[src/logic/procPkg.sv]
// Shared ISA encodings and pipeline-register types for the 16-bit five-stage processor
package procPkg;

  // Opcode field, bits 15 to 12
  typedef enum logic [3:0] {
    opNop  = 4'd0,
    opAdd  = 4'd1,
    opSub  = 4'd2,
    opAnd  = 4'd3,
    opXor  = 4'd4,
    opAddi = 4'd5,
    opLd   = 4'd6,
    opSt   = 4'd7,
    opHalt = 4'd15
  } opcodeE;

  // ALU function, ordered to match opcode minus one for R-format
  typedef enum logic [1:0] {
    aluAdd = 2'd0,
    aluSub = 2'd1,
    aluAnd = 2'd2,
    aluXor = 2'd3
  } aluOpE;

  typedef logic [15:0] wordT;
  typedef logic [2:0]  regIdxT;

  // Three-register form
  typedef struct packed {
    opcodeE      opcode;
    regIdxT      rd;
    regIdxT      rs;
    regIdxT      rt;
    logic [2:0]  unused;
  } rFmtS;

  // Register plus 6-bit signed immediate
  typedef struct packed {
    opcodeE      opcode;
    regIdxT      rd;
    regIdxT      rs;
    logic [5:0]  imm6;
  } iFmtS;

  // Same instruction word, two views
  typedef union packed {
    rFmtS rFmt;
    iFmtS iFmt;
  } instrU;

  typedef struct packed {
    logic  valid;
    logic  regWrite;
    logic  memRead;
    logic  memWrite;
    logic  useImm;
    logic  halt;
    aluOpE aluOp;
  } ctrlS;

  typedef struct packed {
    logic  valid;
    instrU instr;
  } ifIdS;

  typedef struct packed {
    ctrlS   ctrl;
    regIdxT dst;
    wordT   opA;
    wordT   opB;
    wordT   imm;
  } idExS;

  typedef struct packed {
    ctrlS   ctrl;
    regIdxT dst;
    wordT   aluRes;
    wordT   stData;
  } exMemS;

  typedef struct packed {
    logic   valid;
    logic   regWrite;
    logic   halt;
    regIdxT dst;
    wordT   data;
  } wbS;

  // Source registers of the instruction sitting in decode
  typedef struct packed {
    regIdxT srcA;
    regIdxT srcB;
    logic   useA;
    logic   useB;
  } srcUseS;

endpackage

[src/logic/memoryStage.sv]
// Memory stage with data memory, writeback select and MEM/WB register
`timescale 1ns/1ps

module memoryStage import procPkg::*; #(
  parameter int dmemAddrBits = 8
) (
  input  logic  clk,
  input  logic  arstN,
  input  exMemS exMem,
  output wbS    wb
);

  localparam int dmemDepth = 1 << dmemAddrBits;

  wordT                    dmem [dmemDepth];
  logic [dmemAddrBits-1:0] addr;
  wordT                    wbData;
  logic                    validQ;
  logic                    regWriteQ;
  logic                    haltQ;
  regIdxT                  dstQ;
  wordT                    dataQ;

  // Upper address bits ignored
  assign addr = exMem.aluRes[dmemAddrBits-1:0];

  always_ff @(posedge clk) begin
    if (exMem.ctrl.memWrite) begin
      dmem[addr] <= exMem.stData;
    end
  end

  // Asynchronous read, so a load right after a store sees it
  assign wbData = exMem.ctrl.memRead ? dmem[addr] : exMem.aluRes;

  always_ff @(posedge clk or negedge arstN) begin
    if (!arstN) begin
      validQ    <= 1'b0;
      regWriteQ <= 1'b0;
      haltQ     <= 1'b0;
    end else begin
      validQ    <= exMem.ctrl.valid;
      regWriteQ <= exMem.ctrl.regWrite;
      // Sticky, stays set once HALT retires
      haltQ     <= haltQ | exMem.ctrl.halt;
    end
  end

  always_ff @(posedge clk) begin
    dstQ  <= exMem.dst;
    dataQ <= wbData;
  end

  assign wb = '{valid: validQ, regWrite: regWriteQ, halt: haltQ, dst: dstQ, data: dataQ};

endmodule

[config.mk]
export PLATFORM = sky130hd
export DESIGN_NAME = memoryStage
export DESIGN_NICKNAME = d
export VERILOG_FILES = /design/src/logic/procPkg.sv /design/src/logic/memoryStage.sv
export SDC_FILE = /design/constraint.sdc
export NUM_CORES = 2
export LEC_CHECK = 0
export BUFFER_PORTS_ARGS = -buffer_cell sky130_fd_sc_hd__buf_4
export CORE_UTILIZATION = 45
export CTS_CLUSTER_SIZE = 8
export DETAILED_ROUTE_END_ITERATION = 12
export PLACE_DENSITY = 0.7
export RECOVER_POWER = 100
export SYNTH_ARGS = -nofsm -noshare
export SYNTH_HDL_FRONTEND = slang
export SYNTH_SLANG_ARGS = --single-unit
[constraint.sdc]
create_clock -name clk -period 2.57 [get_ports clk]
set_input_delay 0.514 -clock clk [delete_from_list [all_inputs] [get_ports clk]]
set_output_delay 0.514 -clock clk [all_outputs]
set_load 0.02 [all_outputs]
Word level (Yosys, flattened, before mapping)
Memories as Yosys holds them, arrays and structs flattened.
Index checks and enable logic that the tools add are counted.
Word-level totals
  register bits after elaboration: 22
  bits in writable memories: 4096
  bits of input ports: 45
  output and inout bits: 22
  word-level logic and storage cells: 10
  memories: 1
Memory list
  dmem: words 256, bits a word 16, read ports 1, clocked after Yosys merged registers in 0, wr ports 1, line memoryStage.sv:15  | wordT dmem [dmemDepth];
Operators by class
  multiplexer cells: 3
  bitwise logic cells: 1
Operators with widths (count)
  16-bit two-way mux: 1
  1-bit two-way mux: 2
  1-bit bitwise OR: 1

Logic depth before layout (Yosys ltp)
  depth after elaboration: 2
  mapped depth: 13
  depth with buffers taken out: 7

Worst setup path before layout
Ideal clock, no wire load.
  path kind: input to register
  start: in exMem[17] (netlist bit)
  end: mem dmem[145][0] (netlist bit), enable pin
  library setup time: 409 ps
  arrival time: 3346 ps
  required time: 2161 ps
  setup slack: -1186 ps
  cell stages on the path: 9
  path buffers: 6
  path through: buf_2 > buf_4 > buf_2 > inv_2 > buf_2 > buf_2 > clkbuf_1 > nand2_1 > nor3_1
RTL lines
  start, declared: line memoryStage.sv:9  | input exMemS exMem,
  end, declared: line memoryStage.sv:15
Straight into the memory's write port.

Final worst setup path
  start: in exMem[21] (netlist bit)
  end: reg dataQ[1]
Between the ends
  cells in the longest elaborated chain, start to end: 2
Ends and longest elaborated chain
  memory read 256 x 16 bit
  16-bit two-way mux: line memoryStage.sv:34  | assign wbData = exMem.ctrl.memRead ? dmem[addr] : exMem.aluRes;
  net wbData[1]: line memoryStage.sv:17  | wordT wbData;
  end signal, assigned: line memoryStage.sv:51  | dataQ <= wbData;
  end, declared: line memoryStage.sv:22  | wordT dataQ;
The timed path passes the listed nets, and every way through them passes these cells.

==> implementation parameters <==
Parameter                              Value

Yosys
  Ys flop type    sky130_fd_sc_hd__edfxtp_1
  Dominant cell type by area after synthesis    sky130_fd_sc_hd__edfxtp_1
  Synthesis-stage register bit count    4,118
  Share of Yosys cell area claimed by the top area cell type    77.43%
  Instance count of the mapped netlist    7,280
  Number of enable-type register cells in the synthesized netlist    4,096
  Async S/R FF share, synth    0.07285%
  Number of warnings issued by yosys    0
  Cell Area, Synth    158,900 sq um
  Top cells by area in the synthesized netlist    sky130_fd_sc_hd__edfxtp_1, sky130_fd_sc_hd__mux4_2, sky130_fd_sc_hd__mux2i_1
  Distinct cell type count of the synthesized netlist    73
  Sequential fraction of the synthesis area    77.71%
  Net count of the mapped netlist    7,325
  Synth Area per Inst    21.82 sq um

Clocking
  Number of buffers inserted during clock tree synthesis    586
  Clock sink total    4,118
  Worst-Skew Late Latency    1.05 ns
  Clock-pin slew on the worst setup and hold paths    0.06 ns
  Root buffer cell    sky130_fd_sc_hd__clkbuf_16
  Level count of the clock H-tree    6
  TritonCTS clock tree    done
  Clock buffer depth    4

Floorplanning
  Height of the chip    596.2 um
  Die Wd    596.2 um
  Overall die area    355,400 sq um
  Starting Density    45.36%
  Num ports    67
  Floorplan row count    217
  Core area    350,200 sq um

GRT
  Met3 track demand over resource    5.307%
  Global routing usage on met1    35.20%
  Antenna violations before repair    27
  Grt total ovfl    0
  Met2 capacity usage during global routing    39.44%
  Global-route wire length before repair    648,000 um
  Most Used Layer, Global Route    met2
  Overall fraction of global-route tracks in use    25.67%
  Vias in the first global route    85,850
  Largest net degree at the start of global routing    140

Detailed routing
  Count of routing violations after the opening detailed-route iteration    13,060
  Number of vias per cell after detailed routing    6.311
  Routed WL    460,700 um
  Vias after detailed routing    85,500
  DRT antenna net count    0
  First-pass iteration count of the detailed router    10
  Residual DRC    0
  Routed wire per std cell    34.00 um

STA
  RSZ-0062 raised after global routing    true
  Post-layout min period    2.663 ns
  Headroom to the max-slew limit    -104.4%
  Slew at the pin with the worst max-slew slack    3.066 ns
  Share of the cycle needed by the critical path after routing    103.6%
  Final Hold Fails    0
  Worst setup slack after layout    -0.09265 ns
  Worst hold slack    0.1452 ns
  Maximum clock skew at final layout    0.05376 ns
  Fmax    375.6 MHz
  Final count of pins violating max slew    796
  Final setup violating endpoints    187

Setup path
  Endpoint required time on the critical path    3.50 ns
  Launching instance or port of the critical path    exMem[21]
  Crit path kind    in -> reg
  Worst Setup End Kind    flop
  Critical path peak fanout    7
  Arr. time, crit path    3.59 ns
  Kind of start point of the critical path    input port
  R2r startpoint    dmem[95][10]

Cells and area
  Final core utilization    55.47%
  Layout cell share with drive strength beyond 1    34.68%
  Relative area change from synthesis to final layout    22.29%
  Fin nets    8,855
  Area of all placed cells without fillers    194,300 sq um
  Fill cell total of the finished layout    25,270

Power
  Gate power share    5.6%
  Cell area power density    782.1 nW/um^2
  Net Sw Frac    21.65%
  Largest voltage drop on the vdd net    0.6170 mV
  Static leakage    63.82 nW
  Cell internal pwr    119.0 mW
  Reported net switching power    32.90 mW
  Sequential Power Share    49.0%
  Clock network fraction of total power    45.4%

Placed design
  Post-Place Cell Area    180,100 sq um
  Placer's final routability congestion estimate    0.9737
  Half-perimeter wire length of the detailed placement result    293,300 um
  Number of buffers added on ports    63
  Pre-CTS WS    -1.801 ns

Outcome
  Failing checks    max-capacitance violations, max-slew violations, negative setup slack
  Run status    complete, but fails checks

Worst hold path
  Min-Delay Path Class    in -> reg
  Min-Delay Startpoint    exMem[40]

Flow run
  Count of max-cap constraint violations    12
## cell usage in the layout (no fill, tap or decap), drive strengths merged, types with 11 or more instances in the layout
cell type | netlist | final
diode | 0 | 19
a32oi | 29 | 29
o22ai | 108 | 108
a211oi | 23 | 23
nand3 | 99 | 99
a21oi | 44 | 44
clkbuf | 130 | 850
nand4 | 22 | 22
dlygate4sd3 | 0 | 25
a221oi | 13 | 13
mux2i | 558 | 558
o211ai | 13 | 13
nand2b | 13 | 13
clkinv | 1 | 25
nand2 | 151 | 151
edfxtp | 4096 | 4096
o21ai | 30 | 30
and3 | 22 | 22
nor4 | 26 | 26
buf | 307 | 1158
mux2 | 11 | 11
nor2 | 275 | 275
mux4 | 881 | 881
a31oi | 23 | 23
dfxtp | 19 | 19
o221ai | 15 | 15
a22oi | 177 | 177
nor3 | 47 | 47
nor2b | 25 | 25
inv | 5 | 31
## what timing repair did
action,4_1_cts,5_1_grt
gates cloned,2,1
pin swaps,5,14
setup endpoints to repair,13,13
buffers inserted,0,14
hold buffers,25,0
hold endpoints to repair,181,0
resized for setup,28,37
## metal layers
metal,wire [um],part of all wire [%]
met5,37,0.0080
met4,25690,5.6
met3,52960,11
met2,213000,46
met1,169100,37
## power groups by stage
stage          Clock [mW]  Combinational (mW)  Sequential (mW)
2_1_floorplan           0                3.74             75.5
3_3_place_gp            0                8.19             75.6
3_5_place_dp            0                8.34             75.6
4_1_cts              69.7                8.46             74.3
5_1_grt              72.4                8.71             74.3
6_report             69.0                8.50             74.4
## per-stage QoR
step           power [mW]  setup TNS (ns)  instances
2_1_floorplan       79.26        -1058.94       7280
6_report            151.9          -3.716      13550
3_5_place_dp        83.91         -957.93      12780
4_1_cts             152.5        -0.06147      13520
3_3_place_gp        83.75         -846.10      12780
5_1_grt             155.4         -0.3531      13540
## synthesized netlist by cell type (15+ instances only)
master                     count
sky130_fd_sc_hd__nand4_1      22
sky130_fd_sc_hd__buf_6        51
sky130_fd_sc_hd__clkbuf_1    130
sky130_fd_sc_hd__a31oi_1      23
sky130_fd_sc_hd__buf_4        89
sky130_fd_sc_hd__nor4_1       26
sky130_fd_sc_hd__nor2_1      275
sky130_fd_sc_hd__edfxtp_1   4096
sky130_fd_sc_hd__buf_2       144
sky130_fd_sc_hd__nor3_1       47
sky130_fd_sc_hd__a32oi_1      29
sky130_fd_sc_hd__nand2_1     151
sky130_fd_sc_hd__dfxtp_1      19
sky130_fd_sc_hd__mux4_2      881
sky130_fd_sc_hd__a22oi_1     177
sky130_fd_sc_hd__nand3_1      99
sky130_fd_sc_hd__o21ai_0      29
sky130_fd_sc_hd__o221ai_1     15
sky130_fd_sc_hd__a21oi_1      44
sky130_fd_sc_hd__mux2i_1     558
sky130_fd_sc_hd__a211oi_1     23
sky130_fd_sc_hd__nor2b_1      25
sky130_fd_sc_hd__buf_1        20
sky130_fd_sc_hd__and3_1       22
sky130_fd_sc_hd__o22ai_1     108
## logic make-up after synthesis
group / Yosys count / share of synthesized area (%)
flops: 4118 / 77.71
simple gates: 723 / 2.108
mux: 1450 / 16.08
compound gates: 546 / 2.463
buf+inv: 443 / 1.633
## cell type report
type                       instances  area [sq um]  share of cell area (%)
antenna                           19         47.55                 0.02447
clock buffer                     657         15120                   7.784
clock inverter                    52         988.4                  0.5088
inverter                           6         30.03                 0.01546
multi-input combinational       2719         34430                   17.72
sequential                      4118        123500                   63.55
tap                             4599          5754                   2.962
timing repair buffer            1379         14440                   7.433
## worst max-delay path, stage by stage
cell and delay (ns):
sky130_fd_sc_hd__buf_4 0.26, sky130_fd_sc_hd__buf_4 0.20, sky130_fd_sc_hd__nand4b_1 0.24, sky130_fd_sc_hd__buf_4 0.24, sky130_fd_sc_hd__buf_4 0.27, sky130_fd_sc_hd__o22ai_1 0.14
sky130_fd_sc_hd__nor4_2 0.48, sky130_fd_sc_hd__buf_4 0.20, sky130_fd_sc_hd__nand2_1 0.06, sky130_fd_sc_hd__o31ai_2 0.24, sky130_fd_sc_hd__nand4_1 0.43, sky130_fd_sc_hd__a2bb2oi_1 0.26
## state kept, by name, summed over array words and instances, names as in the netlist
signal / count
haltQ: 1
dmem: 4096
validQ: 1
regWriteQ: 1
dataQ: 16
dstQ: 3
## path summary, 6_finish.rpt
path,endpoint,slack [ns],depth (start not counted)
max in group asynchronous,regWriteQ,2.02,3
worst max register to register,dataQ[10],0,8
worst min-delay path,dataQ[12],0.15,3
worst max-delay path,dataQ[1],-0.09,12
min in group asynchronous,validQ,0.40,3
worst min register to register,haltQ,0.47,1
(Power assumes the default switching activity.)
