`config.mk`:
```
export PLATFORM = sky130hd
export DESIGN_NAME = decodeStage
export DESIGN_NICKNAME = d
export VERILOG_FILES = /design/src/logic/procPkg.sv /design/src/logic/decodeStage.sv
export SDC_FILE = /design/constraint.sdc
export NUM_CORES = 1
export LEC_CHECK = 0
export ABC_AREA = 1
export BUFFER_PORTS_ARGS = -buffer_cell sky130_fd_sc_hd__buf_2
export CAP_MARGIN = 10
export CORE_MARGIN = 2
export CORE_UTILIZATION = 41
export DETAILED_ROUTE_END_ITERATION = 6
export PLACE_DENSITY = 0.68
export SLEW_MARGIN = 20
export SYNTH_ARGS = -nofsm -noshare
export SYNTH_HDL_FRONTEND = slang
export SYNTH_SLANG_ARGS = --single-unit
```
`constraint.sdc`:
```
create_clock -name clk -period 1.3 [get_ports clk]
set_input_delay 0.26 -clock clk [delete_from_list [all_inputs] [get_ports clk]]
set_output_delay 0.26 -clock clk [all_outputs]
set_load 0.01 [all_outputs]
```
`src/logic/procPkg.sv`:
```
// Shared ISA encodings and pipeline-register types for the 16-bit five-stage processor
package procPkg;

  // Opcode field, bits 15 to 12
  typedef enum logic [3:0] {
    opNop  = 4'd0,
    opAdd  = 4'd1,
    opSub  = 4'd2,
    opAnd  = 4'd3,
    opXor  = 4'd4,
    opAddi = 4'd5,
    opLd   = 4'd6,
    opSt   = 4'd7,
    opHalt = 4'd15
  } opcodeE;

  // ALU function, ordered to match opcode minus one for R-format
  typedef enum logic [1:0] {
    aluAdd = 2'd0,
    aluSub = 2'd1,
    aluAnd = 2'd2,
    aluXor = 2'd3
  } aluOpE;

  typedef logic [15:0] wordT;
  typedef logic [2:0]  regIdxT;

  // Three-register form
  typedef struct packed {
    opcodeE      opcode;
    regIdxT      rd;
    regIdxT      rs;
    regIdxT      rt;
    logic [2:0]  unused;
  } rFmtS;

  // Register plus 6-bit signed immediate
  typedef struct packed {
    opcodeE      opcode;
    regIdxT      rd;
    regIdxT      rs;
    logic [5:0]  imm6;
  } iFmtS;

  // Same instruction word, two views
  typedef union packed {
    rFmtS rFmt;
    iFmtS iFmt;
  } instrU;

  typedef struct packed {
    logic  valid;
    logic  regWrite;
    logic  memRead;
    logic  memWrite;
    logic  useImm;
    logic  halt;
    aluOpE aluOp;
  } ctrlS;

  typedef struct packed {
    logic  valid;
    instrU instr;
  } ifIdS;

  typedef struct packed {
    ctrlS   ctrl;
    regIdxT dst;
    wordT   opA;
    wordT   opB;
    wordT   imm;
  } idExS;

  typedef struct packed {
    ctrlS   ctrl;
    regIdxT dst;
    wordT   aluRes;
    wordT   stData;
  } exMemS;

  typedef struct packed {
    logic   valid;
    logic   regWrite;
    logic   halt;
    regIdxT dst;
    wordT   data;
  } wbS;

  // Source registers of the instruction sitting in decode
  typedef struct packed {
    regIdxT srcA;
    regIdxT srcB;
    logic   useA;
    logic   useB;
  } srcUseS;

endpackage

```
`src/logic/decodeStage.sv`:
```
// Decode stage with control decode, register file, sticky error and ID/EX register
`timescale 1ns/1ps

module decodeStage import procPkg::*; (
  input  logic   clk,
  input  logic   arstN,
  input  ifIdS   ifId,
  input  logic   stall,
  input  wbS     wb,
  output idExS   idEx,
  output srcUseS srcUse,
  output logic   haltSeen,
  output logic   err
);

  wordT   regs [8];
  instrU  instr;
  opcodeE op;
  ctrlS   ctrl;
  srcUseS src;
  logic   illegal;
  logic   wbWrite;
  wordT   opA;
  wordT   opB;
  wordT   imm;
  logic   haltQ;
  logic   errQ;
  ctrlS   ctrlQ;
  regIdxT dstQ;
  wordT   opAQ;
  wordT   opBQ;
  wordT   immQ;

  assign instr = ifId.instr;
  assign op    = instr.rFmt.opcode;
  assign imm   = {{10{instr.iFmt.imm6[5]}}, instr.iFmt.imm6};

  always_comb begin
    ctrl       = '0;
    src        = '0;
    illegal    = 1'b0;
    src.srcA   = instr.rFmt.rs;
    src.srcB   = instr.rFmt.rt;
    if (ifId.valid) begin
      ctrl.valid = 1'b1;
      case (op)
        opNop: ;
        opAdd, opSub, opAnd, opXor: begin
          ctrl.regWrite = 1'b1;
          // ADD..XOR are opcodes 1..4, ALU codes 0..3
          ctrl.aluOp    = aluOpE'(op[1:0] - 2'd1);
          src.useA      = 1'b1;
          src.useB      = 1'b1;
        end
        opAddi: begin
          ctrl.regWrite = 1'b1;
          ctrl.useImm   = 1'b1;
          src.useA      = 1'b1;
        end
        opLd: begin
          ctrl.regWrite = 1'b1;
          ctrl.memRead  = 1'b1;
          ctrl.useImm   = 1'b1;
          src.useA      = 1'b1;
        end
        opSt: begin
          ctrl.memWrite = 1'b1;
          ctrl.useImm   = 1'b1;
          // Store data comes from the rd field
          src.srcB      = instr.iFmt.rd;
          src.useA      = 1'b1;
          src.useB      = 1'b1;
        end
        opHalt: ctrl.halt = 1'b1;
        default: begin
          // Illegal opcode turns into a bubble
          ctrl.valid = 1'b0;
          illegal    = 1'b1;
        end
      endcase
    end
  end

  assign srcUse = src;

  // Register file, same-cycle write visible to the read
  assign wbWrite = wb.valid && wb.regWrite;
  assign opA = (wbWrite && wb.dst == src.srcA) ? wb.data : regs[src.srcA];
  assign opB = (wbWrite && wb.dst == src.srcB) ? wb.data : regs[src.srcB];

  always_ff @(posedge clk) begin
    if (wbWrite) begin
      regs[wb.dst] <= wb.data;
    end
  end

  always_ff @(posedge clk or negedge arstN) begin
    if (!arstN) begin
      haltQ <= 1'b0;
      errQ  <= 1'b0;
      ctrlQ <= '0;
    end else begin
      errQ <= errQ | illegal;
      if (ctrl.halt && !stall) begin
        haltQ <= 1'b1;
      end
      // Bubble into ID/EX while waiting on a producer
      ctrlQ <= stall ? '0 : ctrl;
    end
  end

  always_ff @(posedge clk) begin
    dstQ <= instr.rFmt.rd;
    opAQ <= opA;
    opBQ <= opB;
    immQ <= imm;
  end

  // Fetch stops in the same cycle HALT is decoded
  assign haltSeen = haltQ | ctrl.halt;
  assign err      = errQ;
  assign idEx     = '{ctrl: ctrlQ, dst: dstQ, opA: opAQ, opB: opBQ, imm: immQ};

endmodule

```
# Word-level counts from Yosys, hierarchy flattened
# Memory sizes are Yosys's and may differ from the RTL's. A register that Yosys moved wholly into a read port is not among the register bits.
# Index checks and enable logic that the tools add are counted.
totals:
  mem_count: 1
  ram_bits: 128
  inputBits: 42
  rom_bits: 0
  latch_bits: 0
  reg_bits: 19
  out_inout_bits: 69
mem_list:
  columns: ["name", "words", "width", "rd", "rd_ports_with_merged_regs", "wr", "line", "source"]
  rows:
  - ["regs", 8, 16, 2, 2, 1, "decodeStage.sv:16", "wordT regs [8];"]
op_classes:
  n_lt_le_gt_ge: 0
  n_div: 0
  n_mul: 0
  muxes: 17
  n_bitwise: 2
  add_sub_neg: 1
  eq_ne: 8
  shift: 0
  reduce_logical: 10
op_table:
  columns: ["op", "count"]
  rows:
  - ["$eq A4 B3 Y1 const B", 4]
  - ["$mux W8", 2]
  - ["$mux W1", 12]
  - ["$reduce_or A9 Y1", 1]
  - ["$eq A4 B2 Y1 const B", 2]
  - ["$reduce_or A7 Y1", 1]
  - ["$reduce_or A6 Y1", 1]
  - ["$mux W5", 1]
  - ["$reduce_or A5 Y1", 1]
  - ["$eq A4 B1 Y1 const B", 1]
  - ["$eq A4 B4 Y1 const B", 1]
  - ["$logic_not A4 Y1", 1]
  - ["$reduce_or A4 Y1", 1]
  - ["$mux W3", 1]
  - ["$reduce_or A3 Y1", 1]
  - ["$logic_and A1 B1 Y1", 2]
  - ["$mux W2", 1]
  - ["$or A1 B1 Y1", 2]
  - ["$sub A2 B1 Y2 const B", 1]
  - ["$logic_not A1 Y1", 1]

# Longest topological paths before layout
logic_depth:
  ltp_word: 5
  mapped_depth: 9
  ltp_nobuf: 9

# Worst setup path after synthesis
# OpenSTA, ideal clock, no wires.
synth_path:
  path_kind: "input to register"
  from: "in wb[16] (netlist name)"
  to: "mem regs[6][0] (netlist name), enable pin"
  required_time_ns: 0.912
  t_arrival_ns: 1.171
  setup_ns: 0.388
  path_stages: 2
  slack_ns: -0.260
  path_cell_list: "nand3b_1 nor2_1"
synth_lines:
  columns: ["element", "line", "source"]
  rows:
  - ["from (decl)", "decodeStage.sv:9", "input wbS wb,"]
  - ["to (decl)", "decodeStage.sv:16", null]
# Straight into the memory's write port.

==> results.yml <==
outcome:
  outcome: "finished with violations"
  violations: "setup timing"
critical_path:
  critPathKind: "reg -> out"
  crit_path_end_kind: "primary output"
  worst-path-max-fanout: 25
  cp-start-kind: "flop"
  arrival_ns: 1.70
  critPathRequiredTime_ns: 1.04
yosys:
  yosysTopAreaCellShare: 0.523
  synth_top_family_by_area: "compound AO/OA/AOI/OAI gates"
  syn_inst: 775
  synth_mux_area_frac: 0
  yosys.area_share.adder: 0.00681
  synthDistinctLibCells: 20
  synth-seq-area-share: 0.598
  avgSynthCellArea_um2: 9.48
  yosys.area_share.simple: 0.139
  synth_nets: 821
  syn-cell-area_um2: 7350
  yosys_warnings: 0
  synthArstFlopShare: 0.0654
  synth_edf_count: 128
  ys_top_cells_by_area: "edfxtp_1 (52%), nand2_1 (12%), o211ai_1 (5.7%), o21ai_0 (4.8%), a21oi_1 (4.5%)"
  synth_top_cell_by_area: "edfxtp_1"
  synth-compound-area-share: 0.165
  synthXorXnorAreaFrac: 0
  synth_seq_cells: 153
  synth-main-ff-cell: "edfxtp_1"
floorplanning:
  chipHeight_um: 138
  initial_core_util: 0.422
  core.rowCount: 48
  die_x_um: 138
  core-area_um2: 17400
  die_area_um2: 19000
  ios: 111
placed_design:
  place_inst: 1098
  io_buffers: 109
  pre_cts_ws_ns: -0.272
  hpwl_mm: 11.1
  place_congestion: 0.806
cells_and_area:
  area_growth_pct: 34.4
  nFillCells: 1454
  fin_cells: 1160
  diodes: 0
  drive_above_1_share: 0.306
  ff_latch_area_um2: 4410
  multi_input_area_um2: 2570
  nets: 968
  fin_util: 0.567
routing:
  antenna_left: 0
  drc_errors: 0
  drtPass1Iterations: 5
  drt_wl_total_mm: 19.0
  drtIter0Drc: 471
  viasPerCell: 5.20
  wl_per_cell_um: 16.4
  vias: 6035
power_and_ir_drop:
  ir_drop_mv: 0.858
  p_per_area_nw_per_um2: 1230
  power_mw: 12.1
  p_leak_nw: 4.23
timing:
  maxSlewHeadroom: 0.813
  clock_skew_ns: 0
  maxSlewViolCount: 0
  fmax_ghz: 0.511
  min_period_ns: 1.96
  setup_ws_ns: -0.656
  fin_crit_sh: 1.50
  max_slew.worst_pin.slew_ns: 0.279
  grt_setup_unrepaired: "true"
  setup_viol: 37
  hold_violations: 0
clock_network:
  clock_path_buffers: 2
  cts_tree: "built"
  clock_latency_ns: 0.42
  clkTransAtPathRegs_ns: 0.06
  cts-root-buf: "clkbuf_16"
  cts.sinks: 153
  cts_htree_levels: 4
  cts_buffers: 17
global_routing:
  use_met1: 0.233
  grt_use_met2: 0.333
  grt-busiest-layer: "met2"
  grt_max_degree: 51
  grt_use_total: 0.193
  antenna_found_initial: 0
  gr-total-overflow: 0
  grt_pass1_wl_mm: 27.4
  grt_pass1_vias: 5461
  grt_use_met3: 0.0387
job:
  cap_violations: 0
hold_path:
  min_path_type: "in -> reg"
==> Yosys cell counts, drive strengths merged (4+ instances only) <==
master,instances
o21ai,72
buf,54
nor2,21
clkbuf,7
nand3,4
inv,85
dfrtp,10
a21oi,66
edfxtp,128
ha,4
dfxtp,15
nand2,243
o211ai,64
==> sequential cells by signal (all words and copies together), names as in the netlist, named ones only <==
signal / flops
dstQ: 3
err: 1
haltQ: 1
idEx: 8
immQ: 6
regs: 128
==> final cells by class <==
class | count | share of cell area
clock buffers | 17 | 0.0430
well taps | 225 | 0.0285
inverters | 85 | 0.0333
repair buffers | 189 | 0.171
multi-input cells | 476 | 0.260
flip-flops and latches | 153 | 0.446
clock inverters | 15 | 0.0179
==> power breakdown <==
part / switching, mW / internal, mW / total, mW
registers: 0.0597 / 5.43 / 5.49
logic: 0.940 / 0.733 / 1.67
clock network: 1.95 / 3.01 / 4.97
total: 2.95 / 9.18 / 12.1
==> layout by cell type (no fill, tap or decap), types with 4 or more instances in the layout <==
| cell | n |
|---|---|
| nand2_1 | 223 |
| edfxtp_1 | 128 |
| buf_2 | 98 |
| inv_1 | 77 |
| o211ai_1 | 56 |
| a21oi_1 | 47 |
| o21ai_1 | 39 |
| buf_4 | 28 |
| buf_12 | 25 |
| o21ai_0 | 24 |
| clkbuf_16 | 20 |
| a21oi_2 | 18 |
| nand2_2 | 17 |
| buf_6 | 16 |
| dlygate4sd3_1 | 15 |
| nor2_1 | 14 |
| dfxtp_1 | 10 |
| dfrtp_1 | 10 |
| o211ai_2 | 8 |
| o21ai_2 | 7 |
| clkinvlp_4 | 6 |
| inv_2 | 5 |
| nor2_2 | 5 |
| ha_4 | 4 |
==> final timing paths <==
| kind | from | endpoint | slack, ns | cells after the start |
|---|---|---|---|---|
| worst min register to register | haltQ | haltQ | 0.48 | 2 |
| worst max register to register | haltQ | haltQ | 0.68 | 2 |
| worst min-delay path | ifId[3] | flop | 0.1 | 3 |
| max in group asynchronous | arstN | haltQ | 0.88 | 2 |
| min in group asynchronous | arstN | idEx[51] | 0.23 | 2 |
| worst max-delay path | flop | idEx[24] | -0.66 | 8 |
==> cell families (layout without fill, tap and decap cells) <==
family                   after synthesis  count (layout)
flip-flops                           153             153
buffers and inverters                146             306
adder cells (fa/ha/maj)                4               4
AND/OR/NAND/NOR                      270             270
AO/OA/AOI/OAI                        202             202
==> worst max-delay path, cell delays in order, from the launching register on <==
cell and delay (ns):
dfxtp_4 0.35, buf_12 0.14, buf_12 0.16, a21oi_2 0.14
o21ai_0 0.11, nand2_1 0.09, nand2_1 0.06, nand2_1 0.09
buf_2 0.13
==> routing by layer <==
metal	vias to the layer above	routed length [µm]
li1	2916	-
met1	2865	7640
met2	214	9730
met3	40	1150
met4	0	505
met5	-	0
==> per-stage QoR <==
stage	area [µm²]	hold slack (ns)	setup TNS (ns)
finish	9880	0.0967	-18.16
global route	9880	0.0941	-21.39
CTS	9490	0.0373	-18.36
detailed placement	8480	0.132	-4.96
global placement	8480	0.125	-4.22
floorplan	7370	-0.0356	-17.31
==> timing repair <==
| item | 4_1_cts | 5_1_grt |
|---|---|---|
| buffers inserted | 5 | 4 |
| hold buffers | 15 | 0 |
| resized for setup | 67 | 95 |
| endpoints found under the hold margin | 24 | 0 |
| cloned | 2 | 6 |
| pin swaps | 22 | 22 |
| endpoints found under the setup margin | 49 | 38 |
No activity file was read; power rests on OpenSTA's default activity.
