$ cat src/logic/procPkg.sv
// Shared ISA encodings and pipeline-register types for the 16-bit five-stage processor
package procPkg;

  // Opcode field, bits 15 to 12
  typedef enum logic [3:0] {
    opNop  = 4'd0,
    opAdd  = 4'd1,
    opSub  = 4'd2,
    opAnd  = 4'd3,
    opXor  = 4'd4,
    opAddi = 4'd5,
    opLd   = 4'd6,
    opSt   = 4'd7,
    opHalt = 4'd15
  } opcodeE;

  // ALU function, ordered to match opcode minus one for R-format
  typedef enum logic [1:0] {
    aluAdd = 2'd0,
    aluSub = 2'd1,
    aluAnd = 2'd2,
    aluXor = 2'd3
  } aluOpE;

  typedef logic [15:0] wordT;
  typedef logic [2:0]  regIdxT;

  // Three-register form
  typedef struct packed {
    opcodeE      opcode;
    regIdxT      rd;
    regIdxT      rs;
    regIdxT      rt;
    logic [2:0]  unused;
  } rFmtS;

  // Register plus 6-bit signed immediate
  typedef struct packed {
    opcodeE      opcode;
    regIdxT      rd;
    regIdxT      rs;
    logic [5:0]  imm6;
  } iFmtS;

  // Same instruction word, two views
  typedef union packed {
    rFmtS rFmt;
    iFmtS iFmt;
  } instrU;

  typedef struct packed {
    logic  valid;
    logic  regWrite;
    logic  memRead;
    logic  memWrite;
    logic  useImm;
    logic  halt;
    aluOpE aluOp;
  } ctrlS;

  typedef struct packed {
    logic  valid;
    instrU instr;
  } ifIdS;

  typedef struct packed {
    ctrlS   ctrl;
    regIdxT dst;
    wordT   opA;
    wordT   opB;
    wordT   imm;
  } idExS;

  typedef struct packed {
    ctrlS   ctrl;
    regIdxT dst;
    wordT   aluRes;
    wordT   stData;
  } exMemS;

  typedef struct packed {
    logic   valid;
    logic   regWrite;
    logic   halt;
    regIdxT dst;
    wordT   data;
  } wbS;

  // Source registers of the instruction sitting in decode
  typedef struct packed {
    regIdxT srcA;
    regIdxT srcB;
    logic   useA;
    logic   useB;
  } srcUseS;

endpackage

$ cat src/logic/hazardDetect.sv
// RAW hazard check of the decode sources against writers in ID/EX and EX/MEM
`timescale 1ns/1ps

module hazardDetect import procPkg::*; (
  input  srcUseS srcUse,
  input  regIdxT idExDst,
  input  logic   idExRegWrite,
  input  regIdxT exMemDst,
  input  logic   exMemRegWrite,
  output logic   stall
);

  logic hitA;
  logic hitB;

  // regWrite is only set for valid entries, bubbles carry zero control
  // MEM/WB needs no check, the register file writes through
  assign hitA = srcUse.useA &&
                ((idExRegWrite && idExDst == srcUse.srcA) ||
                 (exMemRegWrite && exMemDst == srcUse.srcA));

  assign hitB = srcUse.useB &&
                ((idExRegWrite && idExDst == srcUse.srcB) ||
                 (exMemRegWrite && exMemDst == srcUse.srcB));

  // Register 0 is writable, no index excluded
  assign stall = hitA || hitB;

endmodule

$ cat config.mk
export PLATFORM = sky130hd
export DESIGN_NAME = hazardDetect
export DESIGN_NICKNAME = d
export VERILOG_FILES = /design/src/logic/procPkg.sv /design/src/logic/hazardDetect.sv
export SDC_FILE = /design/constraint.sdc
export NUM_CORES = 1
export LEC_CHECK = 0
export ABC_CLOCK_PERIOD_IN_PS = 1200
export BUFFER_PORTS_ARGS = -buffer_cell sky130_fd_sc_hd__buf_2
export CORE_AREA = 2 2 39 41
export DETAILED_ROUTE_END_ITERATION = 10
export DIE_AREA = 0 0 41 43
export PLACE_DENSITY_LB_ADDON = 0.25
export SLEW_MARGIN = 20
export SYNTH_ARGS = -nofsm -noshare
export SYNTH_HDL_FRONTEND = slang
export SYNTH_SLANG_ARGS = --single-unit
$ cat constraint.sdc
create_clock -name vclk -period 1.2
set_input_delay 0.06 -clock vclk [all_inputs]
set_output_delay 0.06 -clock vclk [all_outputs]
set_load 0.005 [all_outputs]
# Yosys cells after proc, flatten, opt, wreduce, memory -nomap -nowiden
# Cells that the tools add are included.
[totals] ff_bits=0 elab_cells=13
[op_classes] eq_ne=4 reduce_logical=9
[op_table] operator="3-bit equality test" n=4
[op_table] operator="1-bit logical AND" n=6
[op_table] operator="1-bit logical OR" n=3

# Depth between registers and ports, before layout
# Gate-level depths: netlist of run 1.
[logic_depth] depth_word=5 ltp_mapped=4 mapped_depth_nobuf=4

# Worst setup path before layout of run 1
# No wires, ideal clock.
[synth_path] kind="in2out" from="input idExDst[2]" to="output stall" t_arrival_ps=518 path_slack_ps=622 cell_stages=4 path_buffers=0 cell_sequence="xnor2_1 nand4_1 nand2_1 a22o_1"
[synth_via] elab_chain_len=5
[synth_lines] element="start, declared" line="hazardDetect.sv:6" source="input regIdxT idExDst,"
[synth_lines] element="3-bit equality test (on tied branches)" line="hazardDetect.sv:19, hazardDetect.sv:23"
[synth_lines] element="1-bit logical AND (on tied branches)" line="hazardDetect.sv:19, hazardDetect.sv:23"
[synth_lines] element="1-bit logical OR (on tied branches)" line="hazardDetect.sv:19, hazardDetect.sv:23"
[synth_lines] element="1-bit logical AND (on tied branches)" line="hazardDetect.sv:18, hazardDetect.sv:22"
[synth_lines] element="1-bit logical OR *" line="hazardDetect.sv:27" source="assign stall = hitA || hitB;"
[synth_lines] element="end, declared" line="hazardDetect.sv:10" source="output logic stall"
# Mark *: on every way between the ends. The rest lies on a longest branch, timed or not.

# Worst setup path after layout of run 1
[layout_path] from="input exMemDst[1]" to="output stall"
[layout_via] elab_chain_len=5
[layout_lines] element="start, declared" line="hazardDetect.sv:8" source="input regIdxT exMemDst,"
[layout_lines] element="3-bit equality test (on tied branches)" line="hazardDetect.sv:20, hazardDetect.sv:24"
[layout_lines] element="1-bit logical AND (on tied branches)" line="hazardDetect.sv:20, hazardDetect.sv:24"
[layout_lines] element="1-bit logical OR (on tied branches)" line="hazardDetect.sv:19, hazardDetect.sv:23"
[layout_lines] element="1-bit logical AND (on tied branches)" line="hazardDetect.sv:18, hazardDetect.sv:22"
[layout_lines] element="1-bit logical OR *" line="hazardDetect.sv:27"
# Marked as above.

==> results of run 1 <==
## worst max path at each step
stage                startpoint    end  depth (start not counted)
global placement      srcUse[7]  stall                          6
finish              exMemDst[1]  stall                          6
floorplan            idExDst[2]  stall                          4
global route          srcUse[7]  stall                          6
detailed placement  exMemDst[1]  stall                          6
CTS                 exMemDst[1]  stall                          6
## through the flow
| stage | instance area, sq um | hold slack [ns] | setup WS (ns) | cells | util (%) |
|---|---|---|---|---|---|
| detailed placement | 251 | 0.403 | 0.355 | 52 | 18.2 |
| floorplan | 146 | 0.236 | 0.622 | 19 | - |
| CTS | 251 | 0.404 | 0.355 | 52 | 18.2 |
| finish | 251 | 0.401 | 0.360 | 52 | 18.2 |
| global route | 251 | 0.424 | 0.285 | 52 | 18.2 |
| global placement | 251 | 0.403 | 0.351 | 52 | 18.2 |
## cell usage after synthesis
library cell              instances  share of area [%]
sky130_fd_sc_hd__xnor2_1         12                 72
sky130_fd_sc_hd__nand4_1          4                 17
sky130_fd_sc_hd__nand2_1          2                5.1
sky130_fd_sc_hd__a22o_1           1                6.0
## cell type report
class | instances | area share [%]
Multi-Input combinational cell | 19 | 58.2
Timing Repair Buffer | 17 | 33.8
Tap cell | 16 | 7.96
## layout by cell type, fill, tap and decap left out, drive strengths merged
master / synthesis / layout
xnor2: 12 / 12
buf: 0 / 17
nand4: 4 / 4
nand2: 2 / 2
a22o: 1 / 1
## per-layer routing
metal,share of wire (%),track usage [%],up-vias,wire length (microns)
li1,-,-,101,-
met1,53,7.91,70,220
met2,32,5.94,13,135
met3,15,0,0,64
met4,0,0,0,0
met5,0,0,-,0
## critical path: stages
cell and delay [ns]:
sky130_fd_sc_hd__buf_2 0.12, sky130_fd_sc_hd__xnor2_1 0.12, sky130_fd_sc_hd__nand4_1 0.09, sky130_fd_sc_hd__nand2_1 0.06
sky130_fd_sc_hd__a22o_1 0.22, sky130_fd_sc_hd__buf_2 0.12
## logic make-up after synthesis
| kind of cell | after synthesis | share of synthesized area [%] |
|---|---|---|
| AND/OR/NAND/NOR | 6 | 22.2 |
| AO/OA/AOI/OAI | 1 | 5.98 |
| XOR/XNOR | 12 | 71.8 |
## power by group through the flow
| stage | Sequential (uW) | Clock (uW) | Combinational [uW] |
|---|---|---|---|
| global placement | 0 | 0 | 91.2 |
| finish | 0 | 0 | 90.0 |
| CTS | 0 | 0 | 91.4 |
| global route | 0 | 0 | 100 |
| floorplan | 0 | 0 | 44.4 |
| detailed placement | 0 | 0 | 91.1 |
==> implementation parameters, run 1 <==
Parameter                              Value

Outcome
  Status ... finished, final reports clean

Global route
  Tot GR Track Use ... 4.40%
  Antenna violations before repair ... 0
  Global-route wire length before repair ... 579 microns
  Via count of the first global-routing pass ... 150
  Largest net degree at the start of global routing ... 3
  Grt ovf ... 0

Detailed routing
  Via density per instance ... 3.54
  Routed WL ... 419 microns
  DRC violation count after routing ... 0
  Number of DRC violations after detailed-routing iteration 0 ... 0
  Number of routed nets with antenna violations ... 0
  WL/cell ... 8.06 microns
  First drt pass iteration count ... 1
  Overall via count from detail_route ... 184

Flow run
  Count of max-cap constraint violations ... 0

Logic synthesis
  Proportion of synthesized chip area in sequential cells ... 0%
  Syn. warnings ... 0
  Syn Nets ... 35
  Synth unique cells ... 4
  Mean instance size in the synthesized netlist ... 7.70 sq um
  Instance count of the mapped netlist ... 19
  Cell Area, Synth ... 146 sq um

Power
  Share of power burned in registers ... 0%
  PwrDens ... 358 mW/mm^2
  Sum of internal, switching and leakage power ... 90.0 uW
  Clk network pwr share ... 0%
  NetSw ... 37.8 uW
  Worst VDD drop ... 89.6 uV
  Share of total power consumed by net switching ... 42.0%
  Leakage Power ... 0.000113 uW
  Cell internal power dissipation ... 52.1 uW
  Combinational share of power ... 100.0%

Layout
  Synthesis-to-finish area growth ... 71.8%
  Count of clock-net buffers in the final layout ... 0
  Number of nets at the end of the flow ... 54
  Number of sequential cells in the layout ... 0
  Footprint of the flip-flops and latches ... 0 sq um
  Number of inserted diodes ... 0
  Filler cell count ... 165
  Ratio of cells with drive above 1 in the final layout ... 47.2%
  Area taken by multi-input logic gates ... 146 sq um

Setup path
  Biggest fanout along the worst timing path ... 2
  Kind of start point of the critical path ... input pin
  Type of element capturing the critical path ... primary output
  WP data arrival ... 0.78 ns
  Required time reported for the critical path endpoint ... 1.14 ns
  Type of the worst setup path ... in2out

Floorplan
  Full die area ... 0.00176 sq mm
  Initial standard-cell utilization of the core ... 10.6%
  I/O pin count ... 17
  Core box area ... 0.00138 sq mm
  Std cell rows ... 14
  Die X-Extent ... 41 microns
  Vertical extent of the die ... 43 microns

Placement
  Port Buf Inserts ... 17
  Placer's final routability congestion estimate ... 0.596

STA
  Final critical-path share of the clock period ... 70.0%
  Transition at the pin with the smallest max-transition slack ... 0.184 ns
  Setup TNS ... 0 ns
  RSZ-0062 raised after global routing ... no
  Slew Limit Headroom ... 87.6%
  Fmax ... 1.19 GHz
  Count of endpoints failing hold in the final timing report ... 0
  Shortest clock period the worst path allows after layout ... 0.840 ns
  Total setup violations reported at the end of the flow ... 0
  Count of pins over their slew limit ... 0

Min path
  Worst min-delay path category ... in2out
  Cell depth of the worst hold path ... 3
  Source of the worst hold timing path ... srcUse[0]
  Terminating pin of the worst hold path ... stall

Clocking
  Post-CTS setup-driven buffer insertion count ... 0
  Post-CTS Hold Fix Bufs ... 0
  Post-cts resize count ... 0
Note: power is estimated with default switching activity, not from simulation.
==> run 2: changes to the inputs <==
--- a/config.mk
+++ b/config.mk
@@ -5,7 +5,7 @@
 export SDC_FILE = /design/constraint.sdc
 export NUM_CORES = 1
 export LEC_CHECK = 0
-export ABC_CLOCK_PERIOD_IN_PS = 1200
+export ABC_CLOCK_PERIOD_IN_PS = 900
 export BUFFER_PORTS_ARGS = -buffer_cell sky130_fd_sc_hd__buf_2
 export CORE_AREA = 2 2 39 41
 export DETAILED_ROUTE_END_ITERATION = 10
==> constraint.sdc (replaced) <==
create_clock -name vclk -period 0.9
set_input_delay 0.045 -clock vclk [all_inputs]
set_output_delay 0.045 -clock vclk [all_outputs]
set_load 0.005 [all_outputs]
==> implementation parameters, run 2 (synthesis gave the netlist of run 1 again) <==
Parameter                              Value

STA
  Setup slack of the critical path after layout ... 0.0876 ns
  Count of pins over their slew limit ... 0
  Slew Limit Headroom ... 90.0%
  Fmax ... 1.23 GHz
  Count of endpoints failing hold in the final timing report ... 0
  Shortest clock period the worst path allows after layout ... 0.812 ns
  Setup TNS ... 0 ns
  Transition at the pin with the smallest max-transition slack ... 0.149 ns
  Final critical-path share of the clock period ... 90.3%
  RSZ-0062 raised after global routing ... no
  Total setup violations reported at the end of the flow ... 0

Power
  Clk network pwr share ... 0%
  Combinational share of power ... 100.0%
  NetSw ... 50.0 uW
  Worst VDD drop ... 74.4 uV
  Sum of internal, switching and leakage power ... 120 uW
  PwrDens ... 475 mW/mm^2
  Share of total power consumed by net switching ... 41.8%
  Leakage Power ... 0.000113 uW
  Cell internal power dissipation ... 69.6 uW
  Share of power burned in registers ... 0%

Global route
  Largest net degree at the start of global routing ... 3
  Antenna violations before repair ... 0
  Tot GR Track Use ... 4.60%
  Global-route wire length before repair ... 614 microns
  Grt ovf ... 0
  Via count of the first global-routing pass ... 172

Min path
  Cell depth of the worst hold path ... 3
  Worst min-delay path category ... in2out

Setup path
  WP data arrival ... 0.77 ns
  List of cells traversed by the critical path ... buf_2, xnor2_1, nand4_1, nand2_1, a22o_1, buf_2
  Crit path top cell by count ... sky130_fd_sc_hd__buf_2
  Cell at the slowest stage of the critical path ... sky130_fd_sc_hd__a22o_1
  Launch point of the worst path ... idExDst[2]
  Biggest fanout along the worst timing path ... 2
  Type of element capturing the critical path ... primary output
  Capture point of the critical path ... stall
  Largest stage delay, worst path ... 0.21 ns
  Required time reported for the critical path endpoint ... 0.85 ns
  Type of the worst setup path ... in2out
  Kind of start point of the critical path ... input pin

Layout
  Final cell area excluding filler cells ... 251 sq um
  Number of nets at the end of the flow ... 54
  Number of sequential cells in the layout ... 0
  Count of clock-net buffers in the final layout ... 0
  Ratio of cells with drive above 1 in the final layout ... 47.2%
  Most common cell after layout, fill and taps aside ... sky130_fd_sc_hd__buf_2
  Filler cell count ... 161
  Synthesis-to-finish area growth ... 71.8%
  Number of inserted diodes ... 0
  Footprint of the flip-flops and latches ... 0 sq um
  Final core utilization ... 18.2%
  Top library cells by usage in the layout, fill and taps aside ... 17 x sky130_fd_sc_hd__buf_2, 12 x sky130_fd_sc_hd__xnor2_1, 4 x sky130_fd_sc_hd__nand4_1

Placement
  Placed standard-cell area ... 251 sq um
  Placer's final routability congestion estimate ... 0.571
  Port Buf Inserts ... 17
  Dpl ws ... 0.0848 ns

Outcome
  Status ... finished, final reports clean

Detailed routing
  Uppermost layer routed ... met3
  WL/cell ... 8.40 microns
  Total length of routed met3 wires ... 68 microns
  Overall via count from detail_route ... 196
  Routed WL ... 437 microns
  Via density per instance ... 3.77
  DRC violation count after routing ... 0
  Met2 wire len ... 170 microns
  First drt pass iteration count ... 4
  Wl on met1 ... 198 microns
  Number of routed nets with antenna violations ... 0
  Number of DRC violations after detailed-routing iteration 0 ... 4

Floorplan
  Vertical extent of the die ... 43 microns
  I/O pin count ... 17
  Initial standard-cell utilization of the core ... 10.6%
  Full die area ... 0.00176 sq mm
  Std cell rows ... 14
  Core box area ... 0.00138 sq mm
  Die X-Extent ... 41 microns

Clocking
  Post-CTS setup-driven buffer insertion count ... 0
  Post-cts resize count ... 0
  Post-CTS Hold Fix Bufs ... 0

Flow run
  Count of max-cap constraint violations ... 0
## run 2: cell type report
class | count | area [sq um] | area share [%]
multi-input cells | 19 | 146 | 58.2
repair buffers | 17 | 85.1 | 33.8
well taps | 16 | 20.0 | 7.96
## run 2: metrics by stage
stage                     std cells  hold slack [ns]
after CTS                        52            0.375
final                            52            0.377
after global routing             52            0.387
after floorplan                  19            0.206
after global placement           52            0.374
after detailed placement         52            0.375
## run 2: worst min-delay path by stage
| stage | startpoint | to | slack, ns |
|---|---|---|---|
| final | srcUse[0] | stall | 0.38 |
| after global routing | srcUse[0] | stall | 0.39 |
| after CTS | srcUse[0] | stall | 0.38 |
| after detailed placement | srcUse[0] | stall | 0.37 |
| after global placement | srcUse[0] | stall | 0.37 |
| after floorplan | srcUse[0] | stall | 0.21 |
## run 2: power groups by stage
stage / clock network (uW) / logic, uW / registers, uW
after CTS: 0 / 121 / 0
after detailed placement: 0 / 121 / 0
after global placement: 0 / 122 / 0
after floorplan: 0 / 59.2 / 0
after global routing: 0 / 132 / 0
final: 0 / 120 / 0
## run 2: worst max-delay path, delay by kind of cell
| kind | cells | cell delay (ns) |
|---|---|---|
| compound gates | 1 | 0.21 |
| xor+xnor | 1 | 0.12 |
| buf+inv | 2 | 0.24 |
| simple gates | 2 | 0.15 |
## run 2: per-layer routing
metal | vias up | track usage (%)
met3 | 0 | 0
met1 | 82 | 7.28
li1 | 101 | -
met5 | - | 0
met4 | 0 | 0
met2 | 13 | 7.19
