File: src/logic/procPkg.sv
// Shared ISA encodings and pipeline-register types for the 16-bit five-stage processor
package procPkg;

  // Opcode field, bits 15 to 12
  typedef enum logic [3:0] {
    opNop  = 4'd0,
    opAdd  = 4'd1,
    opSub  = 4'd2,
    opAnd  = 4'd3,
    opXor  = 4'd4,
    opAddi = 4'd5,
    opLd   = 4'd6,
    opSt   = 4'd7,
    opHalt = 4'd15
  } opcodeE;

  // ALU function, ordered to match opcode minus one for R-format
  typedef enum logic [1:0] {
    aluAdd = 2'd0,
    aluSub = 2'd1,
    aluAnd = 2'd2,
    aluXor = 2'd3
  } aluOpE;

  typedef logic [15:0] wordT;
  typedef logic [2:0]  regIdxT;

  // Three-register form
  typedef struct packed {
    opcodeE      opcode;
    regIdxT      rd;
    regIdxT      rs;
    regIdxT      rt;
    logic [2:0]  unused;
  } rFmtS;

  // Register plus 6-bit signed immediate
  typedef struct packed {
    opcodeE      opcode;
    regIdxT      rd;
    regIdxT      rs;
    logic [5:0]  imm6;
  } iFmtS;

  // Same instruction word, two views
  typedef union packed {
    rFmtS rFmt;
    iFmtS iFmt;
  } instrU;

  typedef struct packed {
    logic  valid;
    logic  regWrite;
    logic  memRead;
    logic  memWrite;
    logic  useImm;
    logic  halt;
    aluOpE aluOp;
  } ctrlS;

  typedef struct packed {
    logic  valid;
    instrU instr;
  } ifIdS;

  typedef struct packed {
    ctrlS   ctrl;
    regIdxT dst;
    wordT   opA;
    wordT   opB;
    wordT   imm;
  } idExS;

  typedef struct packed {
    ctrlS   ctrl;
    regIdxT dst;
    wordT   aluRes;
    wordT   stData;
  } exMemS;

  typedef struct packed {
    logic   valid;
    logic   regWrite;
    logic   halt;
    regIdxT dst;
    wordT   data;
  } wbS;

  // Source registers of the instruction sitting in decode
  typedef struct packed {
    regIdxT srcA;
    regIdxT srcB;
    logic   useA;
    logic   useB;
  } srcUseS;

endpackage

File: src/logic/executeStage.sv
// Execute stage with immediate select, ALU and EX/MEM register
`timescale 1ns/1ps

module executeStage import procPkg::*; (
  input  logic  clk,
  input  logic  arstN,
  input  idExS  idEx,
  output exMemS exMem
);

  wordT   opB;
  wordT   aluRes;
  ctrlS   ctrlQ;
  regIdxT dstQ;
  wordT   aluResQ;
  wordT   stDataQ;

  // ADDI, LD and ST take the immediate
  assign opB = idEx.ctrl.useImm ? idEx.imm : idEx.opB;

  always_comb begin
    case (idEx.ctrl.aluOp)
      aluAdd:  aluRes = idEx.opA + opB;
      aluSub:  aluRes = idEx.opA - opB;
      aluAnd:  aluRes = idEx.opA & opB;
      default: aluRes = idEx.opA ^ opB;
    endcase
  end

  always_ff @(posedge clk or negedge arstN) begin
    if (!arstN) begin
      ctrlQ <= '0;
    end else begin
      ctrlQ <= idEx.ctrl;
    end
  end

  // Store data is the raw rd-field register, not the immediate
  always_ff @(posedge clk) begin
    dstQ    <= idEx.dst;
    aluResQ <= aluRes;
    stDataQ <= idEx.opB;
  end

  assign exMem = '{ctrl: ctrlQ, dst: dstQ, aluRes: aluResQ, stData: stDataQ};

endmodule

File: config.mk
export PLATFORM = sky130hd
export DESIGN_NAME = executeStage
export DESIGN_NICKNAME = d
export VERILOG_FILES = /design/src/logic/procPkg.sv /design/src/logic/executeStage.sv
export SDC_FILE = /design/constraint.sdc
export NUM_CORES = 1
export LEC_CHECK = 0
export BUFFER_PORTS_ARGS = -buffer_cell sky130_fd_sc_hd__buf_2
export CAP_MARGIN = 20
export CORE_MARGIN = 1
export CORE_UTILIZATION = 41
export CTS_BUF_LIST = sky130_fd_sc_hd__clkbuf_4 sky130_fd_sc_hd__clkbuf_8 sky130_fd_sc_hd__clkbuf_16
export DETAILED_ROUTE_END_ITERATION = 10
export GPL_TIMING_DRIVEN = 0
export HOLD_SLACK_MARGIN = 0.08
export PLACE_DENSITY = 0.68
export SYNTH_ARGS = -nofsm -noshare
export SYNTH_HDL_FRONTEND = slang
export SYNTH_SLANG_ARGS = --single-unit
File: constraint.sdc
create_clock -name clk -period 0.8 [get_ports clk]
set_clock_uncertainty 0.1 [all_clocks]
set_input_delay 0.16 -clock clk [delete_from_list [all_inputs] [get_ports clk]]
set_output_delay 0.16 -clock clk [all_outputs]
set_load 0.02 [all_outputs]
Word level (Yosys, flattened, before mapping)
Cells that the tools add are included.
{"block": "totals", "ff_bits": 43, "input_bits": 61, "output_inout_bits": 43, "wordCells": 19}
{"block": "op_classes", "add_sub_neg": 2, "n_eq_ne": 2, "mux": 2, "bitwise": 2, "reduce_logical": 1}
{"cell": "$pmux W16 S3", "n": 1}
{"cell": "$add A16 B16 Y16", "n": 1}
{"cell": "$and A16 B16 Y16", "n": 1}
{"cell": "$mux W16", "n": 1}
{"cell": "$sub A16 B16 Y16", "n": 1}
{"cell": "$xor A16 B16 Y16", "n": 1}
{"cell": "$eq A2 B1 Y1 const B", "n": 1}
{"cell": "$eq A2 B2 Y1 const B", "n": 1}
{"cell": "$logic_not A2 Y1", "n": 1}

Longest topological paths before layout
Gate-level depths: netlist of the first run.
{"block": "logic_depth", "word_depth": 3, "ltp_mapped": 19, "depth_no_buf": 16}

Worst setup path before layout of the first run
OpenSTA, ideal clock, no wires.
{"block": "synth_timing", "kind": "input -> register", "from": "in idEx[54] (netlist bit)", "to": "reg aluResQ[15]", "setup_ns": 0.129, "arrival_ns": 3.328, "required_time_ns": 0.571, "path_slack_ns": -2.757, "path_stages": 18, "path_buffers": 3, "path_cell_list": "buf_6 buf_2 buf_2 mux2i_1 ha_1 o211ai_1 or2_1 nor2_1 nand2_1 o21ai_1 xor2_1 ha_1 and3_1 or4_1 o21ai_0 a31oi_1 xnor2_1 o21ai_1"}
{"block": "synth_via", "elab_chain_len": 3}
{"element": "start, declared", "line": "executeStage.sv:7", "rtl": "input idExS idEx,"}
{"element": "$mux W16 *", "line": "executeStage.sv:19", "rtl": "assign opB = idEx.ctrl.useImm ? idEx.imm : idEx.opB;"}
{"element": "$sub A16 B16 Y16 (tied with other cells)", "line": "executeStage.sv:24", "rtl": "aluSub: aluRes = idEx.opA - opB;"}
{"element": "$pmux W16 S3 *", "line": "executeStage.sv:22", "rtl": "case (idEx.ctrl.aluOp)"}
{"element": "net aluRes[15]", "line": "executeStage.sv:12", "rtl": "wordT aluRes;"}
{"element": "end signal, assigned", "line": "executeStage.sv:41", "rtl": "aluResQ <= aluRes;"}
{"element": "end, declared", "line": "executeStage.sv:15", "rtl": "wordT aluResQ;"}
Mark *: on every way through the listed nets, which the timed path passes. The rest lies on a longest branch.

Final worst setup path of the first run
Same ends and word-level chain as after synthesis.

==> flow_summary.toml, run 1 <==
[outcome]
status = "finished, violations left"
violations = "DRC, setup timing"

[detailed_routing]
wl_um = 8599
drc = 13
first_pass_iters = 8
via_per_inst = 5.329
ant_nets = 0
wire_per_inst_um = 16.16
vias = 2835
drt_iter0_drc = 106

[flow_run]
drv_cap = 0

[place]
pre_cts_slack_ps = -3031
place_congestion = 0.9198
dp_hpwl_um = 5685
port_buffers = 103
dp_cells = 477

[pwr]
peakVddDrop_uv = 828.9
net-switching-power_uw = 2689
swShare = 0.3257
power_per_cell_area_mw_per_mm2 = 1785
sequentialPowerShare = 0.313
power_uw = 8258
p_clk_frac = 0.252
p_int_uw = 5569
p_leak_uw = 0.002134
share_comb_of_total_power = 0.436

[clock_network]
clock_sinks = 43
clk_path_buf_depth = 2
root_buffer = "clkbuf_8"
clkTransAtPathRegs_ps = 90
cts_tree = "yes"
cts_made_buffers = 5
h-tree-depth = 2

[floorplanning]
dieArea_mm2 = 0.007214
io-pin-count = 104
start_util = 0.4342
row_count = 29
core_mm2 = 0.006495
die_height_um = 84.94
dieWidth_um = 84.94

[logic_synthesis]
yosys.area_share.simple = 0.1531
syn_inst = 297
yosys.cell_types.count = 51
synth_edf_count = 0
muxShareOfSynthArea = 0.1207
yosys-top-cells-area = "dfxtp_1, ha_1, dfrtp_1"
synth_fa_ha_area_frac = 0.1491
syn_avg_cell_area_um2 = 9.496
synth_ff_type = "dfxtp_1"
syn-cell-area_mm2 = 0.002820
synthTopCellsByCount = "dfxtp_1, ha_1, a21oi_1, nor2_1"
synth_top_cell_area_share = 0.2484
yosys.area_share.xor_xnor = 0.07365
synth_top_family_by_area = "simple AND/OR/NAND/NOR gates"
synth_compound_area_frac = 0.1513
syn_nets = 391
yosysSeqAreaShare = 0.3194
synth_top_cell_by_area = "dfxtp_1"
synthArstFlopShare = 0.1860
yosysMostFrequentCell = "dfxtp_1"
synth-seq-cells = 43
yosys_warnings = 0

[setup_path]
end_kind = "flip-flop"
path_max_fanout = 4
cp.arrival_ps = 3300
start_kind = "input port"
path_class = "in -> reg"
critPathRequiredTime_ps = 880
startpoint = "idEx[54]"

[global_routing]
track_usage = 0.2423
grt_antenna_before_repair = 0
grt_overflow = 0
grt_max_degree = 14
grt_pass1_vias = 2866
grt_pass1_wl_um = 13800

[finish]
diodes = 0
drive_gt1_frac = 0.4989
nFillCells = 437
nets = 548
fin_cells = 532
syn2layout_area_growth_pct = 64.06
final_util = 0.7124

[timing]
fin_setup_tns_ps = -37750
finalCritPeriodShare = 4.025
setup_viol = 59
fmax_mhz = 310.6
finalHoldViolCount = 0
worst_slack_ps = -2420
period_needed_ps = 3220
finalMaxSlewViolations = 0
relSlewSlack = 0.5235
rsz0062_at_grt = "true"
tightest_slew_ps = 714.7

[min_path]
hold_path.class = "in -> async"
[what timing repair did]
item | CTS | global route
hold endpoints to repair | 35 | 0
setup buffers | 15 | 7
hold buffers | 28 | 0
gates cloned | 0 | 0
resized for setup | 140 | 22
pin swaps | 20 | 11
setup endpoints to repair | 59 | 59
[per-layer routing]
metal	GRT usage	vias to the layer above	wire length [µm]
li1	-	1392	-
met1	0.3056	1317	3781
met2	0.4353	112	4241
met3	0.03113	14	450
met4	0.06626	0	126
met5	0	-	0
[kinds of logic after synthesis]
kind of cell | Yosys count
adder cells (fa/ha/maj) | 33
buffers and inverters | 22
multiplexers | 32
AO/OA/AOI/OAI | 66
XOR/XNOR | 22
flip-flops | 43
AND/OR/NAND/NOR | 79
[worst max-delay path, cell delays in order]
cell and delay [ps]:
buf_8 100, buf_12 110, buf_12 110, buf_12 120, mux2i_4 210, ha_4 170, o211ai_1 110, or2_1 270
nor2_2 150, nand2_2 80, o21ai_2 150, xor2_1 190, ha_1 290, and3_4 190, or4_1 460, o21ai_1 80
a31oi_1 80, xnor2_1 160, o21ai_1 80
[layout by cell type (no fill, tap or decap), types with 4 or more instances in the layout]
cell type      Yosys  layout
ha_4               0       4
o21ai_2            0       4
a21oi_2            1       6
dfxtp_2            0      34
xor2_1             8       8
buf_4              0      15
a21o_1             6       6
nand2_1           18      16
dfrtp_1            8       8
nand3_1            6       5
o211ai_1           8       8
ha_1              32      27
mux2_2            13      13
nand2b_1           6       6
buf_6              1      47
o21ai_1            5       5
dlygate4sd3_1      0      28
inv_1             12      11
o21ai_0            8       4
mux2i_1           18      15
buf_2              2      59
nor2_1            21      17
nor3_1             8       8
clkbuf_8           0       5
a21oi_1           21      16
xnor2_1           13      10
[power by group through the flow]
stage,Sequential [µW],Combinational [µW],Clock (µW)
detailed placement,2510,2770,0
global placement,2500,2740,0
global route,2610,3890,2210
finish,2580,3600,2080
CTS,2570,3410,2130
floorplan,2860,1640,0
[registers in the layout, indices dropped and copies added (netlist names)]
| register | flops |
|---|---|
| aluResQ | 16 |
| dstQ | 3 |
| exMem | 8 |
| stDataQ | 16 |
[per-stage QoR]
step,cell area [µm²],hold WS [ps]
6_report,4627,121.6
5_1_grt,4627,132.0
4_1_cts,4507,113.0
3_5_place_dp,3571,-89.21
3_3_place_gp,3571,-88.60
2_1_floorplan,2959,-235.6
[path summary, 6_finish.rpt]
check	endpoint	cells after the start
min in group clk	aluResQ[15]	4
max in group asynchronous	exMem[39]	2
min	exMem[41]	2
max	aluResQ[15]	19
[area by class of cell]
| class | instances | area [µm²] | area share |
|---|---|---|---|
| inverter | 12 | 47.55 | 0.01028 |
| timing repair buffer | 150 | 1232 | 0.2664 |
| clock buffer | 6 | 76.32 | 0.01650 |
| buffer | 10 | 87.58 | 0.01893 |
| clock inverter | 2 | 60.06 | 0.01298 |
| tap | 77 | 96.34 | 0.02082 |
| multi-input combinational | 232 | 2083 | 0.4502 |
| sequential | 43 | 943.4 | 0.2039 |
(Power assumes the default switching activity.)
==> run 2: changes to the inputs <==
Settings changed: CTS_CLUSTER_SIZE set to 28, REMOVE_ABC_BUFFERS set to 1.
==> flow_summary.toml, run 2 (same netlist as run 1, synthesis figures left out) <==
[outcome]
status = "finished, violations left"
violations = "DRC, hold timing, setup timing"

[setup_path]
start_kind = "input port"
path_common_cell = "o21ai_2"
critPathRequiredTime_ps = 880
path_class = "in -> reg"
cp.arrival_ps = 3050
slowest_stage = "or4_4"
path_buf_inv = 1
worst_path_dominant_cell_family = "simple AND/OR/NAND/NOR gates"
end_kind = "flip-flop"
cp_slowest_stage_delay_ps = 480
path_cells = "buf_16 -> mux2i_4 -> ha_4 -> o211ai_1 -> or2_1 -> nor2_2 -> nand2_2 -> o21ai_2 -> xor2_1 -> ha_2 -> and3_4 -> or4_4 -> o21ai_2 -> a31oi_2 -> xnor2_1 -> o21ai_1"
path_max_fanout = 5

[global_routing]
track_usage = 0.2414
grt_max_degree = 39
grt_pass1_wl_um = 13610
grt_antenna_before_repair = 0
grt_pass1_vias = 2898
grt_overflow = 0

[timing]
tightest_slew_ps = 488.0
relSlewSlack = 0.6653
fmax_mhz = 337.6
hold_ws_ps = -8.620
worst_slack_ps = -2162
finalHoldViolCount = 1
setup_viol = 59
period_needed_ps = 2962
rsz0062_at_grt = "true"
finalMaxSlewViolations = 0
finalCritPeriodShare = 3.702

[pwr]
p_int_uw = 5684
swShare = 0.3307
power_per_cell_area_mw_per_mm2 = 1801
sequentialPowerShare = 0.305
p_clk_frac = 0.249
power_uw = 8493
p_leak_uw = 0.002182
share_comb_of_total_power = 0.446
peakVddDrop_uv = 854.7
net-switching-power_uw = 2809

[floorplanning]
die_height_um = 84.94
core_mm2 = 0.006495
io-pin-count = 104
dieWidth_um = 84.94
row_count = 29
dieArea_mm2 = 0.007214
start_util = 0.4342

[place]
place_congestion = 0.8921
port_buffers = 103
dp_cells = 467
dp_hpwl_um = 5132
pre_cts_slack_ps = -3155

[finish]
final_util = 0.7263
nFillCells = 428
nets = 545
syn2layout_area_growth_pct = 67.26
fin_cells = 529
diodes = 0
drive_gt1_frac = 0.5398
layout_common_cells = "buf_2, buf_6, dfxtp_2"
mostFrequentLayoutCell = "buf_2"

[detailed_routing]
wl_um = 8850
ant_nets = 0
first_pass_iters = 10
wire_per_inst_um = 16.73
drc = 12
via_per_inst = 5.323
vias = 2816
drt_iter0_drc = 151

[min_path]
hold_path_end = "exMem[35]"
hp-start = "idEx[51]"
hold_depth = 1
hold_path.class = "in -> reg"

[clock_network]
root_buffer = "clkbuf_8"
h-tree-depth = 2
clk_path_buf_depth = 2
clkTransAtPathRegs_ps = 90
holdBufCountCts = 25
clock_sinks = 43
cts_made_buffers = 5
cts_tree = "yes"

[flow_run]
drv_cap = 0
## run 2: cell count changes in the layout (fill, tap and decap cells not counted), sizes merged
cell and delta:
clkbuf -4, buf +3, dlygate4sd3 -3, bufbuf +1
## run 2: worst max path at each step
stage	startpoint	slack (ps)	depth (start not counted)	end
2_1_floorplan	idEx[54]	-2140	15	aluResQ[15]
3_3_place_gp	idEx[54]	-3120	16	aluResQ[15]
3_5_place_dp	idEx[54]	-3150	16	aluResQ[15]
4_1_cts	idEx[54]	-2180	16	aluResQ[15]
5_1_grt	idEx[54]	-2280	15	aluResQ[15]
6_report	idEx[54]	-2160	16	aluResQ[15]
## run 2: final cells by class
class                      count  area [µm²]  area share
sequential                    43       943.4      0.2000
clock inverter                 2       60.06     0.01273
timing repair buffer         157        1360      0.2883
inverter                      12       45.04    0.009549
tap                           77       96.34     0.02042
clock buffer                   6       76.32     0.01618
multi-input combinational    232        2136      0.4528
## run 2: what timing repair did
action | CTS | global route
setup buffers | 22 | 11
pin swaps | 22 | 31
setup endpoints to repair | 59 | 59
cloned | 2 | 0
endpoints found under the hold margin | 35 | 3
resized for setup | 163 | 39
## run 2: power by group through the flow
stage	registers [µW]	logic [µW]	clock network, µW
after global placement	2510	2500	0
after global routing	2610	4080	2220
after CTS	2580	3360	2140
final	2590	3790	2110
after detailed placement	2510	2540	0
after floorplan	2860	1390	0
## run 2: stage by stage
step | TNS, ps | cell area [µm²]
6_report | -32970 | 4717
5_1_grt | -35130 | 4717
3_3_place_gp | -37260 | 3385
2_1_floorplan | -22600 | 2773
4_1_cts | -32310 | 4497
3_5_place_dp | -37500 | 3385
## run 2: routing by layer
| layer | vias to the layer above | global-route usage | wire length (µm) |
|---|---|---|---|
| met5 | - | 0 | 0 |
| met4 | 0 | 0.08937 | 173 |
| met3 | 16 | 0.04767 | 446 |
| met2 | 82 | 0.4390 | 4541 |
| met1 | 1328 | 0.2806 | 3688 |
| li1 | 1390 | - | - |
